File: config.mk
export PLATFORM = sky130hd
export DESIGN_NAME = sys_arr_top
export DESIGN_NICKNAME = d
export VERILOG_FILES = /design/src/common/sys_arr_pkg.sv /design/src/verilog/pe.sv /design/src/sys_arr/sys_arr_row.sv /design/src/sys_arr/sys_arr.sv /design/src/verilog/lane_skew.sv /design/src/verilog/wb_sys_arr_ctrl.sv /design/src/verilog/sys_arr_top.sv
export SDC_FILE = /design/constraint.sdc
export NUM_CORES = 2
export LEC_CHECK = 0
export BUFFER_PORTS_ARGS = -buffer_cell sky130_fd_sc_hd__buf_2
export CAP_MARGIN = 40
export CORE_ASPECT_RATIO = 1.25
export CORE_MARGIN = 2
export CORE_UTILIZATION = 45
export CTS_CLUSTER_DIAMETER = 40
export DETAILED_ROUTE_END_ITERATION = 6
export GPL_TIMING_DRIVEN = 0
export PLACE_DENSITY = 0.69
export SLEW_MARGIN = 10
export SYNTH_ARGS = -nofsm -noshare
export SYNTH_HDL_FRONTEND = slang
export SYNTH_HIERARCHICAL = 1
export SYNTH_SLANG_ARGS = --single-unit
File: constraint.sdc
create_clock -name clk -period 7.84 [get_ports clk]
set_clock_uncertainty 0.2 [all_clocks]
set_input_delay 0.784 -clock clk [delete_from_list [all_inputs] [get_ports clk]]
set_output_delay 0.784 -clock clk [all_outputs]
set_load 0.03 [all_outputs]
File: src/common/sys_arr_pkg.sv
// sizes, register map and lane types of the 4x4 array; lane widths are fixed and word-only access
package sys_arr_pkg;

    localparam int ARR_DIM = 4;  // array edge
    localparam int MAX_VEC = 8;  // activation vectors per run
    localparam int ADDR_W  = 7;  // wishbone byte address
    localparam int LANE_W  = $clog2(ARR_DIM);
    localparam int VEC_W   = $clog2(MAX_VEC);
    localparam int CNT_W   = VEC_W + 1;  // counts up to MAX_VEC inclusive

    // register map, byte addresses
    localparam logic [ADDR_W-1:0] REG_CTRL        = 7'h00;  // wr bit0 start, rd bit0 busy bit1 done
    localparam logic [ADDR_W-1:0] REG_NUM_VEC     = 7'h04;
    localparam logic [ADDR_W-1:0] REG_WEIGHT_BASE = 7'h10;  // one word per weight row
    localparam logic [ADDR_W-1:0] REG_ACT_BASE    = 7'h20;  // one word per vector
    localparam logic [ADDR_W-1:0] REG_RESULT_BASE = 7'h40;  // two words per vector

    typedef logic signed [7:0]  act_t;
    typedef logic signed [7:0]  weight_t;
    typedef logic signed [15:0] sum_t;
    typedef logic [31:0]        wb_data_t;

    typedef weight_t [ARR_DIM-1:0] weight_row_t;  // column 0 in the low byte
    typedef sum_t    [ARR_DIM-1:0] sum_vec_t;

    typedef struct packed {
        logic active;
        act_t act;
    } act_lane_t;

    typedef struct packed {
        logic valid;
        sum_t sum;
    } sum_lane_t;

    typedef act_lane_t [ARR_DIM-1:0] act_lanes_t;
    typedef sum_lane_t [ARR_DIM-1:0] sum_lanes_t;

    typedef struct packed {
        logic              cyc;
        logic              stb;
        logic              we;
        logic [ADDR_W-1:0] adr;
        wb_data_t          dat;
    } wb_req_t;

    typedef struct packed {
        logic     ack;
        wb_data_t dat;
    } wb_rsp_t;

endpackage

File: src/verilog/pe.sv
// processing element; load and active must never overlap, sums wrap at 16 bits
`timescale 1ns/10ps

module pe import sys_arr_pkg::*; (
    input  logic    clk,
    input  logic    rst,
    input  logic    active,
    input  act_t    datain,
    input  weight_t win,
    input  sum_t    sumin,
    input  logic    wwrite,
    output sum_t    maccout,
    output act_t    dataout,
    output weight_t wout,
    output logic    wwriteout,
    output logic    activeout
);

    weight_t weight;  // stationary weight
    sum_t    prod;

    assign prod = datain * weight;  // sign extended to 16 bits before the multiply

    // weight and load go straight down, so a column shifts by one row per load cycle
    assign wout      = weight;
    assign wwriteout = wwrite;

    always_ff @(posedge clk) begin
        if (wwrite) begin
            weight <= win;
        end
        dataout <= datain;
        maccout <= active ? sumin + prod : sumin;
    end

    always_ff @(posedge clk) begin
        if (rst) begin
            activeout <= 1'b0;
        end else begin
            activeout <= active;
        end
    end

    // the sequencer finishes the weight shift before any vector enters
    load_vs_active: assert property (@(posedge clk) disable iff (rst)
        !(wwrite && active));

endmodule

File: src/sys_arr/sys_arr_row.sv
// one row of ARR_DIM pe cells; data hops right one column per cycle and the right edge is dropped
`timescale 1ns/10ps

module sys_arr_row import sys_arr_pkg::*; (
    input  logic               clk,
    input  logic               rst,
    input  logic               active,
    input  act_t               datain,
    input  weight_row_t        win,
    input  sum_vec_t           sumin,
    input  logic               wwrite,
    output sum_vec_t           maccout,
    output weight_row_t        wout,
    output logic [ARR_DIM-1:0] activeout
);

    act_t data_hop [ARR_DIM];    // data entering each column
    act_t data_right [ARR_DIM];  // data leaving each column
    logic active_hop [ARR_DIM];

    for (genvar c = 0; c < ARR_DIM; c++) begin : gen_col
        if (c == 0) begin : gen_edge
            assign data_hop[c]   = datain;
            assign active_hop[c] = active;
        end else begin : gen_link
            assign data_hop[c]   = data_right[c-1];
            assign active_hop[c] = activeout[c-1];
        end

        pe pe_inst (
            .clk       (clk),
            .rst       (rst),
            .active    (active_hop[c]),
            .datain    (data_hop[c]),
            .win       (win[c]),
            .sumin     (sumin[c]),
            .wwrite    (wwrite),          // one load bit for every column
            .maccout   (maccout[c]),
            .dataout   (data_right[c]),
            .wout      (wout[c]),
            .wwriteout (),                // the array forwards load itself
            .activeout (activeout[c])
        );
    end

endmodule

File: src/sys_arr/sys_arr.sv
// ARR_DIM rows stacked; row r expects its lane already delayed r cycles
`timescale 1ns/10ps

module sys_arr import sys_arr_pkg::*; (
    input  logic        clk,
    input  logic        rst,
    input  act_lanes_t  lanes,
    input  weight_row_t weight_in,
    input  logic        load,
    output sum_lanes_t  sums
);

    weight_row_t        w_chain [ARR_DIM+1];  // index r feeds row r
    sum_vec_t           s_chain [ARR_DIM+1];
    logic [ARR_DIM-1:0] act_rows [ARR_DIM];

    assign w_chain[0] = weight_in;
    assign s_chain[0] = '0;  // partial sums start at zero

    for (genvar r = 0; r < ARR_DIM; r++) begin : gen_row
        sys_arr_row row_inst (
            .clk       (clk),
            .rst       (rst),
            .active    (lanes[r].active),
            .datain    (lanes[r].act),
            .win       (w_chain[r]),
            .sumin     (s_chain[r]),
            .wwrite    (load),
            .maccout   (s_chain[r+1]),
            .wout      (w_chain[r+1]),
            .activeout (act_rows[r])
        );
    end

    // bottom row: sum and active bit of a column leave in the same cycle
    always_comb begin
        for (int c = 0; c < ARR_DIM; c++) begin
            sums[c].valid = act_rows[ARR_DIM-1][c];
            sums[c].sum   = s_chain[ARR_DIM][c];
        end
    end

endmodule

File: src/verilog/lane_skew.sv
// triangular lane delay; lane_t must be a packed type whose msb-side zero means idle
`timescale 1ns/10ps

module lane_skew import sys_arr_pkg::*; #(
    parameter type lane_t  = act_lane_t,
    parameter bit  REVERSE = 1'b0  // set: lane i delayed ARR_DIM-1-i cycles
) (
    input  logic                    clk,
    input  logic                    rst,
    input  lane_t [ARR_DIM-1:0]     lanes_in,
    output lane_t [ARR_DIM-1:0]     lanes_out
);

    function automatic int delay_of(input int lane);
        return REVERSE ? ARR_DIM - 1 - lane : lane;
    endfunction

    for (genvar i = 0; i < ARR_DIM; i++) begin : gen_lane
        if (delay_of(i) == 0) begin : gen_pass
            assign lanes_out[i] = lanes_in[i];  // zero delay lane
        end else begin : gen_delay
            lane_t pipe [delay_of(i)];

            always_ff @(posedge clk) begin
                if (rst) begin
                    for (int k = 0; k < delay_of(i); k++) begin
                        pipe[k] <= '0;  // clears the valid bit too
                    end
                end else begin
                    pipe[0] <= lanes_in[i];
                    for (int k = 1; k < delay_of(i); k++) begin
                        pipe[k] <= pipe[k-1];
                    end
                end
            end

            assign lanes_out[i] = pipe[delay_of(i)-1];
        end
    end

endmodule

File: src/verilog/wb_sys_arr_ctrl.sv
// wishbone classic slave, full words only; writes other than start are dropped while busy
`timescale 1ns/10ps

module wb_sys_arr_ctrl import sys_arr_pkg::*; (
    input  logic        clk,
    input  logic        rst,
    input  wb_req_t     wb_req,
    output wb_rsp_t     wb_rsp,
    output weight_row_t weight_out,
    output logic        load,
    output act_lanes_t  act_lanes,
    input  sum_lanes_t  sum_lanes
);

    typedef enum logic [1:0] {ST_IDLE, ST_LOAD, ST_STREAM} state_t;

    state_t             state;
    logic               ack_q;
    logic               done;
    logic               busy;
    logic               issue_q;   // lanes carry a vector this cycle
    logic [CNT_W-1:0]   num_vec;
    logic [CNT_W-1:0]   vec_cnt;   // weight row step, then vectors issued
    logic [CNT_W-1:0]   res_cnt;   // results stored
    logic [LANE_W-1:0]  load_row;
    wb_data_t           issue_vec;
    wb_data_t           rsp_dat;
    wb_data_t           rd_data;
    weight_row_t        weight_buf [ARR_DIM];
    wb_data_t           act_buf [MAX_VEC];
    sum_vec_t           res_buf [MAX_VEC];
    sum_vec_t           arrived;
    logic [ARR_DIM-1:0] sum_valid;
    logic [ADDR_W-1:0]  adr;
    logic               req_new;
    logic               wr_idle;
    logic               start;
    logic               issue_now;
    logic               store_now;

    assign adr       = wb_req.adr;
    assign req_new   = wb_req.cyc && wb_req.stb && !ack_q;  // no ack right after an ack
    assign wr_idle   = req_new && wb_req.we && state == ST_IDLE;
    assign start     = wr_idle && adr == REG_CTRL && wb_req.dat[0];
    assign busy      = state != ST_IDLE;
    assign load_row  = LANE_W'(ARR_DIM - 1) - vec_cnt[LANE_W-1:0];  // last row goes in first
    assign issue_now = state == ST_STREAM && vec_cnt < num_vec;
    assign store_now = state == ST_STREAM && sum_lanes[0].valid;
    assign wb_rsp    = '{ack: ack_q, dat: rsp_dat};

    always_comb begin
        for (int i = 0; i < ARR_DIM; i++) begin
            act_lanes[i].active = issue_q;
            act_lanes[i].act    = act_t'(issue_vec[$bits(act_t)*i +: $bits(act_t)]);
            arrived[i]          = sum_lanes[i].sum;
            sum_valid[i]        = sum_lanes[i].valid;
        end
    end

    // buffer bases are aligned to their sizes, so the low address bits index directly
    always_comb begin
        rd_data = '0;
        if (adr == REG_CTRL) begin
            rd_data = wb_data_t'({done, busy});
        end else if (adr == REG_NUM_VEC) begin
            rd_data = wb_data_t'(num_vec);
        end else if (adr >= REG_RESULT_BASE) begin
            rd_data = res_buf[adr[VEC_W+2:3]][{adr[2], 1'b0} +: 2];  // even column low
        end else if (adr >= REG_ACT_BASE) begin
            rd_data = act_buf[adr[VEC_W+1:2]];
        end else if (adr >= REG_WEIGHT_BASE) begin
            rd_data = weight_buf[adr[LANE_W+1:2]];
        end
    end

    always_ff @(posedge clk) begin
        if (req_new) begin
            rsp_dat <= rd_data;
        end
        if (wr_idle && adr >= REG_WEIGHT_BASE && adr < REG_ACT_BASE) begin
            weight_buf[adr[LANE_W+1:2]] <= wb_req.dat;
        end
        if (wr_idle && adr >= REG_ACT_BASE && adr < REG_RESULT_BASE) begin
            act_buf[adr[VEC_W+1:2]] <= wb_req.dat;
        end
        if (state == ST_LOAD) begin
            weight_out <= weight_buf[load_row];
        end
        if (issue_now) begin
            issue_vec <= act_buf[vec_cnt[VEC_W-1:0]];
        end
        if (store_now) begin
            res_buf[res_cnt[VEC_W-1:0]] <= arrived;  // results kept in arrival order
        end
    end

    always_ff @(posedge clk) begin
        if (rst) begin
            state   <= ST_IDLE;
            ack_q   <= 1'b0;
            done    <= 1'b0;
            load    <= 1'b0;
            issue_q <= 1'b0;
            num_vec <= CNT_W'(1);
            vec_cnt <= '0;
            res_cnt <= '0;
        end else begin
            ack_q   <= req_new;
            load    <= state == ST_LOAD;
            issue_q <= issue_now;
            if (wr_idle && adr == REG_NUM_VEC && wb_req.dat != '0 && wb_req.dat <= MAX_VEC) begin
                num_vec <= wb_req.dat[CNT_W-1:0];
            end
            case (state)
                ST_IDLE: begin
                    if (start) begin
                        state   <= ST_LOAD;
                        done    <= 1'b0;
                        vec_cnt <= '0;
                        res_cnt <= '0;
                    end
                end
                ST_LOAD: begin
                    if (vec_cnt == CNT_W'(ARR_DIM - 1)) begin
                        state   <= ST_STREAM;
                        vec_cnt <= '0;
                    end else begin
                        vec_cnt <= vec_cnt + 1'b1;
                    end
                end
                ST_STREAM: begin
                    if (issue_now) begin
                        vec_cnt <= vec_cnt + 1'b1;
                    end
                    if (store_now) begin
                        res_cnt <= res_cnt + 1'b1;
                        if (res_cnt == num_vec - 1'b1) begin
                            state <= ST_IDLE;  // busy drops as done rises
                            done  <= 1'b1;
                        end
                    end
                end
                default: state <= ST_IDLE;
            endcase
        end
    end

    ack_needs_req: assert property (@(posedge clk) disable iff (rst)
        wb_rsp.ack |-> wb_req.cyc && wb_req.stb);

    // deskew must line up every column of one vector
    sums_aligned: assert property (@(posedge clk) disable iff (rst)
        |sum_valid |-> &sum_valid);

    no_idle_result: assert property (@(posedge clk) disable iff (rst)
        sum_lanes[0].valid |-> state != ST_IDLE);

endmodule

File: src/verilog/sys_arr_top.sv
// systolic matrix multiplier behind a wishbone slave; the host polls done, no interrupt
`timescale 1ns/10ps

module sys_arr_top import sys_arr_pkg::*; (
    input  logic    clk,
    input  logic    rst,
    input  wb_req_t wb_req,
    output wb_rsp_t wb_rsp
);

    weight_row_t weight_row;
    logic        load;
    act_lanes_t  act_issue;    // one vector, all lanes in the same cycle
    act_lanes_t  act_skewed;   // lane r delayed r cycles
    sum_lanes_t  sum_raw;      // column c finishes c cycles after column 0
    sum_lanes_t  sum_aligned;

    wb_sys_arr_ctrl ctrl_inst (
        .clk        (clk),
        .rst        (rst),
        .wb_req     (wb_req),
        .wb_rsp     (wb_rsp),
        .weight_out (weight_row),
        .load       (load),
        .act_lanes  (act_issue),
        .sum_lanes  (sum_aligned)
    );

    lane_skew #(.lane_t(act_lane_t), .REVERSE(1'b0)) act_skew_inst (
        .clk       (clk),
        .rst       (rst),
        .lanes_in  (act_issue),
        .lanes_out (act_skewed)
    );

    sys_arr arr_inst (
        .clk       (clk),
        .rst       (rst),
        .lanes     (act_skewed),
        .weight_in (weight_row),
        .load      (load),
        .sums      (sum_raw)
    );

    lane_skew #(.lane_t(sum_lane_t), .REVERSE(1'b1)) sum_deskew_inst (
        .clk       (clk),
        .rst       (rst),
        .lanes_in  (sum_raw),
        .lanes_out (sum_aligned)
    );

endmodule

== Yosys cells after proc, flatten, opt, wreduce, memory -nomap -nowiden ==
Memory sizes are Yosys's and may differ from the RTL's. A register that Yosys moved wholly into a read port is not among the register bits.
Cells that the tools add are included.
Cells by class
  bitwise logic cells: 10
  equality and inequality tests: 10
  mux-type cells: 55
  shift operators: 16
  reductions and logical operators: 29
  magnitude comparators: 7
  add/subtract/negate cells: 16
  multipliers: 16
Operators by type and width (count)
  multiplier 8 x 8 -> 16 bit: 16
  adder 16 bit: 12
  2-to-1 mux 16 bit: 12
  2-to-1 mux 17 bit: 6
  2-to-1 mux 32 bit: 3
  variable part select 4 x 3 -> 2 bit: 16
  2-to-1 mux 9 bit: 6
  less-or-equal comparator 32 x 4 -> 1 bit, second input constant: 1
  nonzero test 32 bit: 1
  2-to-1 mux 4 bit: 5
  OR reduction 17 bit: 1
  logical AND 1 bit: 15
  2-to-1 mux 1 bit: 14
  case mux 4 bit (3 select lines): 1
  2-to-1 mux 2 bit: 5
  OR 1 bit: 10
  OR reduction 9 bit: 1
  adder 4 x 1 -> 4 bit, second input constant: 2
  case mux 4 bit (2 select lines): 1
  AND reduction 4 bit: 2
  equality test 7 x 3 -> 1 bit, second input constant: 1
  >= comparator 7 x 5 -> 1 bit, second input constant: 1
  >= comparator 7 x 6 -> 1 bit, second input constant: 1
  >= comparator 7 bit, second input constant: 1
  other kinds (20): 25
Storage, ports and cells
  output and inout port bits: 33
  RAM bits: 1052
  memories kept: 9
  word-level logic and storage cells: 235
  register bits: 542
Memories
  ctrl_inst.res_buf: words 8, width 64, rd ports 1, clocked after Yosys merged registers in 0, wr ports 1, line wb_sys_arr_ctrl.sv:31  | sum_vec_t res_buf [MAX_VEC];
  ctrl_inst.act_buf: words 8, width 32, rd ports 2, clocked after Yosys merged registers in 1, wr ports 1, line wb_sys_arr_ctrl.sv:30  | wb_data_t act_buf [MAX_VEC];
  ctrl_inst.weight_buf: words 4, width 32, rd ports 2, clocked after Yosys merged registers in 1, wr ports 1, line wb_sys_arr_ctrl.sv:29  | weight_row_t weight_buf [ARR_DIM];
  sum_deskew_inst.gen_lane[0].gen_delay.pipe: words 3, width 17, rd ports 3, clocked after Yosys merged registers in 0, wr ports 3, line lane_skew.sv:22  | lane_t pipe [delay_of(i)];
  sum_deskew_inst.gen_lane[1].gen_delay.pipe: words 2, width 17, rd ports 2, clocked after Yosys merged registers in 0, wr ports 2, line lane_skew.sv:22
  act_skew_inst.gen_lane[3].gen_delay.pipe: words 3, width 9, rd ports 3, clocked after Yosys merged registers in 0, wr ports 3, line lane_skew.sv:22
  3 more memories

== Depth between registers and ports, before layout ==
  depth in word-level cells: 8
  mapped depth: 19

== Modules after synthesis ==
The synthesis kept the hierarchy.
By module, submodules not included
  wb_sys_arr_ctrl: area each 40946.8 µm², instances 1, cells each 1801
  pe (arr_inst.gen_row[1].row_inst.gen_col[2].pe_inst ...): area each 3779.9 µm², instances 6, cells each 353
  pe (arr_inst.gen_row[0].row_inst.gen_col[0].pe_inst ...): area each 3831.2 µm², instances 4, cells each 365
  pe (arr_inst.gen_row[1].row_inst.gen_col[1].pe_inst): area each 3865.0 µm², instances 1, cells each 363
  pe (arr_inst.gen_row[0].row_inst.gen_col[1].pe_inst): area each 3863.7 µm², instances 1, cells each 367
  pe (arr_inst.gen_row[3].row_inst.gen_col[3].pe_inst): area each 3851.2 µm², instances 1, cells each 360
  pe (arr_inst.gen_row[3].row_inst.gen_col[0].pe_inst): area each 3849.9 µm², instances 1, cells each 364
  pe (arr_inst.gen_row[3].row_inst.gen_col[1].pe_inst): area each 3842.4 µm², instances 1, cells each 364
  pe (arr_inst.gen_row[3].row_inst.gen_col[2].pe_inst): area each 3824.9 µm², instances 1, cells each 366
  lane_skew (sum_deskew_inst): area each 3124.2 µm², instances 1, cells each 266
  lane_skew (act_skew_inst): area each 1646.6 µm², instances 1, cells each 140
  sys_arr: area each 3.8 µm², instances 1, cells each 1

== Worst setup path after synthesis ==
OpenSTA, ideal clock, no wires.
  kind: reg2reg
  from: register ctrl_inst.state[0]
  to: memory ctrl_inst/res_buf[4][0] in the netlist's numbering (enable)
  path buffers: 1
  setup slack: 1.608 ns
  clock period less this slack: 6.232 ns
  cell stages (with the launch flop): 6
  data required time: 7.075 ns
  arrival: 5.468 ns
  path through: dfxtp_1 -> inv_1 -> ha_1 -> clkbuf_1 -> nand3_1 -> nor3_1
On the way
  word-level cells in the longest chain between the ends: 4
Ends and longest elaborated chain
  start, declared: line wb_sys_arr_ctrl.sv:17  | state_t state;
  start signal, assigned: line wb_sys_arr_ctrl.sv:99  | state <= ST_IDLE;
  start signal, assigned: line wb_sys_arr_ctrl.sv:117  | state <= ST_LOAD;
  start signal, assigned: line wb_sys_arr_ctrl.sv:125  | state <= ST_STREAM;
  equality test 2 bit: line wb_sys_arr_ctrl.sv:48  | assign store_now = state == ST_STREAM && sum_lanes[0].valid;
  logical AND 1 bit: line wb_sys_arr_ctrl.sv:48
  2-to-1 mux 1 bit: line wb_sys_arr_ctrl.sv:92  | if (store_now) begin
  2-to-1 mux 1 bit (implied by the code): line wb_sys_arr_ctrl.sv:93  | res_buf[res_cnt[VEC_W-1:0]] <= arrived;
  end, declared: line wb_sys_arr_ctrl.sv:31
Every way passes these cells.

== Final worst setup path ==
  from: register arr_inst.gen_row[3].row_inst.gen_col[1].pe_inst.dataout[7]
  to: register arr_inst.gen_row[3].row_inst.gen_col[2].pe_inst.maccout[15]
On the way
  word-level cells in the longest chain between the ends: 3
Ends and longest elaborated chain
  start, declared: line pe.sv:13  | output act_t dataout,
  start signal, assigned: line pe.sv:32  | dataout <= datain;
  multiplier 8 x 8 -> 16 bit: line pe.sv:22  | assign prod = datain * weight;
  adder 16 bit: line pe.sv:33  | maccout <= active ? sumin + prod : sumin;
  2-to-1 mux 16 bit: line pe.sv:33
  end signal, assigned: line pe.sv:33
  end, declared: line pe.sv:12  | output sum_t maccout,
Every way passes these cells.
A chain may end at the register's enable or synchronous reset.

==> results.cfg <==
[sta]
fmax_mhz = 173
maxSlewViolCount = 0
grt_setup_unrepaired = no
max_slew.worst_pin.slew_ns = 1.13
final.period_utilization_pct = 73.9
setup_viol = 0
slew-limit-headroom_pct = 24.9
period_needed_ns = 5.79
hold_violations = 0

[die]
dieArea_sq_mm = 0.239
ioPinCount = 77
fp-row-count = 199
die_h_um = 546
fp.coreArea_sq_mm = 0.235
die_x_um = 438
initial_core_util_pct = 45.1

[placement]
place_congestion = 0.892
hpwl_um = 203000
numPortBuffers = 74

[global_routing]
grt_pass1_vias = 68464
grt_overflow = 0
grt_start_max_net_pins = 43
antenna_found_initial = 25
grt_pass1_wl_um = 404000
grtUsageTotal_pct = 22.3

[routing]
drt_iter0_markers = 5130
vias = 62998
dr.pass1.iters = 6
route.detailed.drc = 0
drt-total-wl_um = 263000
ant_nets = 0
route.detailed.wl_per_inst_um = 22.5
via_per_inst = 5.39

[clocking]
numClockSinks = 1655
root_buffer = clkbuf_16
cts_buffers = 211
postCtsSetupBuffers = 0
path_clk_slew_ns = 0.06
clk_latency_ns = 0.87
cts_buffer_depth = 3
cts_resized = 0
cts-htree-levels = 4
tritoncts = built

[setup_path]
required_ns = 8.34
slowest_delay_ns = 0.57
worst_path_max_delay_cell = fa_1
cp.arrival_ns = 6.29
cp_max_fo = 9
critPathKind = reg -> reg
crit_path_end_kind = flop
critPathMostFrequentCell = fa_1
cp_cell_sequence = and2_1, inv_1, fa_1, inv_1, fa_1, fa_1, fa_1, fa_1, ha_1, o21ai_0, o21ai_1, a21oi_1, or3_1, mux2i_1, xor2_1
start_kind = flop

[synthesis]
synth_cells = 7904
syn-cell-area_sq_mm = 0.106
avgSynthCellArea_sq_um = 13.4
ys_warn_count = 6

[cells_and_area]
area_growth_pct = 12.9
final_common_cell = inv_1
drive_gt1_share_pct = 15.3
regArea_sq_mm = 0.0443
fillCellCount = 19540
utilization_pct = 51.0
fin_nets = 10157
layout_common_cells = inv_1 (1210), fa_1 (1136), edfxtp_1 (1120)
multi_input_area_sq_mm = 0.0561

[power]
ir_drop_uv = 1270
power.total_mw = 44.9
p_leak_nw = 49.3
powerDensity_mw_per_mm2 = 376

[run_status]
outcome = finished, final reports clean

[run]
cap_violations = 0

[min_path]
hold_class = in -> reg
sequential cells by signal (all words and copies together), names as in the netlist:
signal and flops:
ctrl_inst/load 1, ctrl_inst/vec_cnt 4, ctrl_inst/weight_out 32, ctrl_inst/num_vec 4, ctrl_inst/res_buf 512, arr_inst/gen_row.row_inst/gen_col.pe_inst/wout 128, arr_inst/gen_row.row_inst/gen_col.pe_inst/activeout 12, ctrl_inst/rsp_dat 32
act_skew_inst/gen_lane.gen_delay.pipe 54, ctrl_inst/issue_vec 32, ctrl_inst/weight_buf 128, ctrl_inst/state 2, ctrl_inst/done 1, ctrl_inst/act_buf 256, ctrl_inst/ack_q 1, arr_inst/gen_row.row_inst/gen_col.pe_inst/dataout 96
ctrl_inst/res_cnt 4, arr_inst/gen_row.row_inst/gen_col.pe_inst/maccout 256, ctrl_inst/issue_q 1, sum_deskew_inst/gen_lane.gen_delay.pipe 99
per-layer routing:
layer | GRT usage [%] | vias to the layer above | wire [um]
met4 | 10.9 | 8 | 13800
met1 | 26.8 | 32734 | 96700
met2 | 39.0 | 2275 | 135000
li1 | - | 27388 | -
met5 | 0 | - | 46
met3 | 3.48 | 593 | 17000
final cells by class:
type / count / share of cell area, %
diodes: 13 / 0.0272
plain buffers: 252 / 1.22
clock buffers: 251 / 4.77
clock inverters: 151 / 1.56
inverters: 1211 / 3.80
multi-input cells: 4885 / 46.9
flip-flops and latches: 1655 / 37.1
well taps: 3115 / 3.26
repair buffers: 158 / 1.34
worst paths after layout:
check / start / to / slack, ns / cells after the start
worst max register to register: flop / flop / 2.05 / 15
worst min-delay path: wb_req[14] / ctrl_inst/act_buf[5][14]$_DFFE_PP_ / 0.09 / 1
worst max-delay path: flop / flop / 2.05 / 15
worst min register to register: act_skew_inst/gen_lane[3].gen_delay.pipe[0][0]$_SDFF_PP0_ / act_skew_inst/gen_lane[3].gen_delay.pipe[0][9]$_SDFF_PP0_ / 0.21 / 1
power breakdown:
part | internal (mW) | switching (mW)
Sequential | 10.1 | 0.872
Clock | 5.94 | 4.09
Combinational | 10.8 | 13.1
Total | 26.8 | 18.1
stage by stage:
| stage | instances | setup WS (ns) | hold WS, ns | cell area, sq um | setup TNS, ns |
|---|---|---|---|---|---|
| 5_1_grt | 11682 | 1.77 | 0.0545 | 119000 | 0 |
| 2_1_floorplan | 8003 | 1.61 | 0.193 | 106000 | 0 |
| 6_report | 11691 | 2.05 | 0.0872 | 120000 | 0 |
| 4_1_cts | 11669 | 2.07 | 0.0124 | 119000 | 0 |
| 3_3_place_gp | 11192 | -3.10 | 0.210 | 111000 | -491.89 |
| 3_5_place_dp | 11265 | 2.11 | 0.206 | 112000 | 0 |
repair_timing:
item | in CTS | in global routing
setup endpoints to repair | 0 | 0
hold endpoints to repair | 1 | 0
hold buffers | 2 | 0
critical path, delay by kind of cell, from the launching register on:
kind / cells / cell delay, ns
flip-flops: 1 / 0.55
multiplexers: 1 / 0.17
AND/OR/NAND/NOR: 2 / 0.86
XOR/XNOR: 1 / 0.38
adder cells (fa/ha/maj): 6 / 2.77
buffers and inverters: 2 / 0.17
AO/OA/AOI/OAI: 3 / 0.56
(Power assumes the default switching activity.)
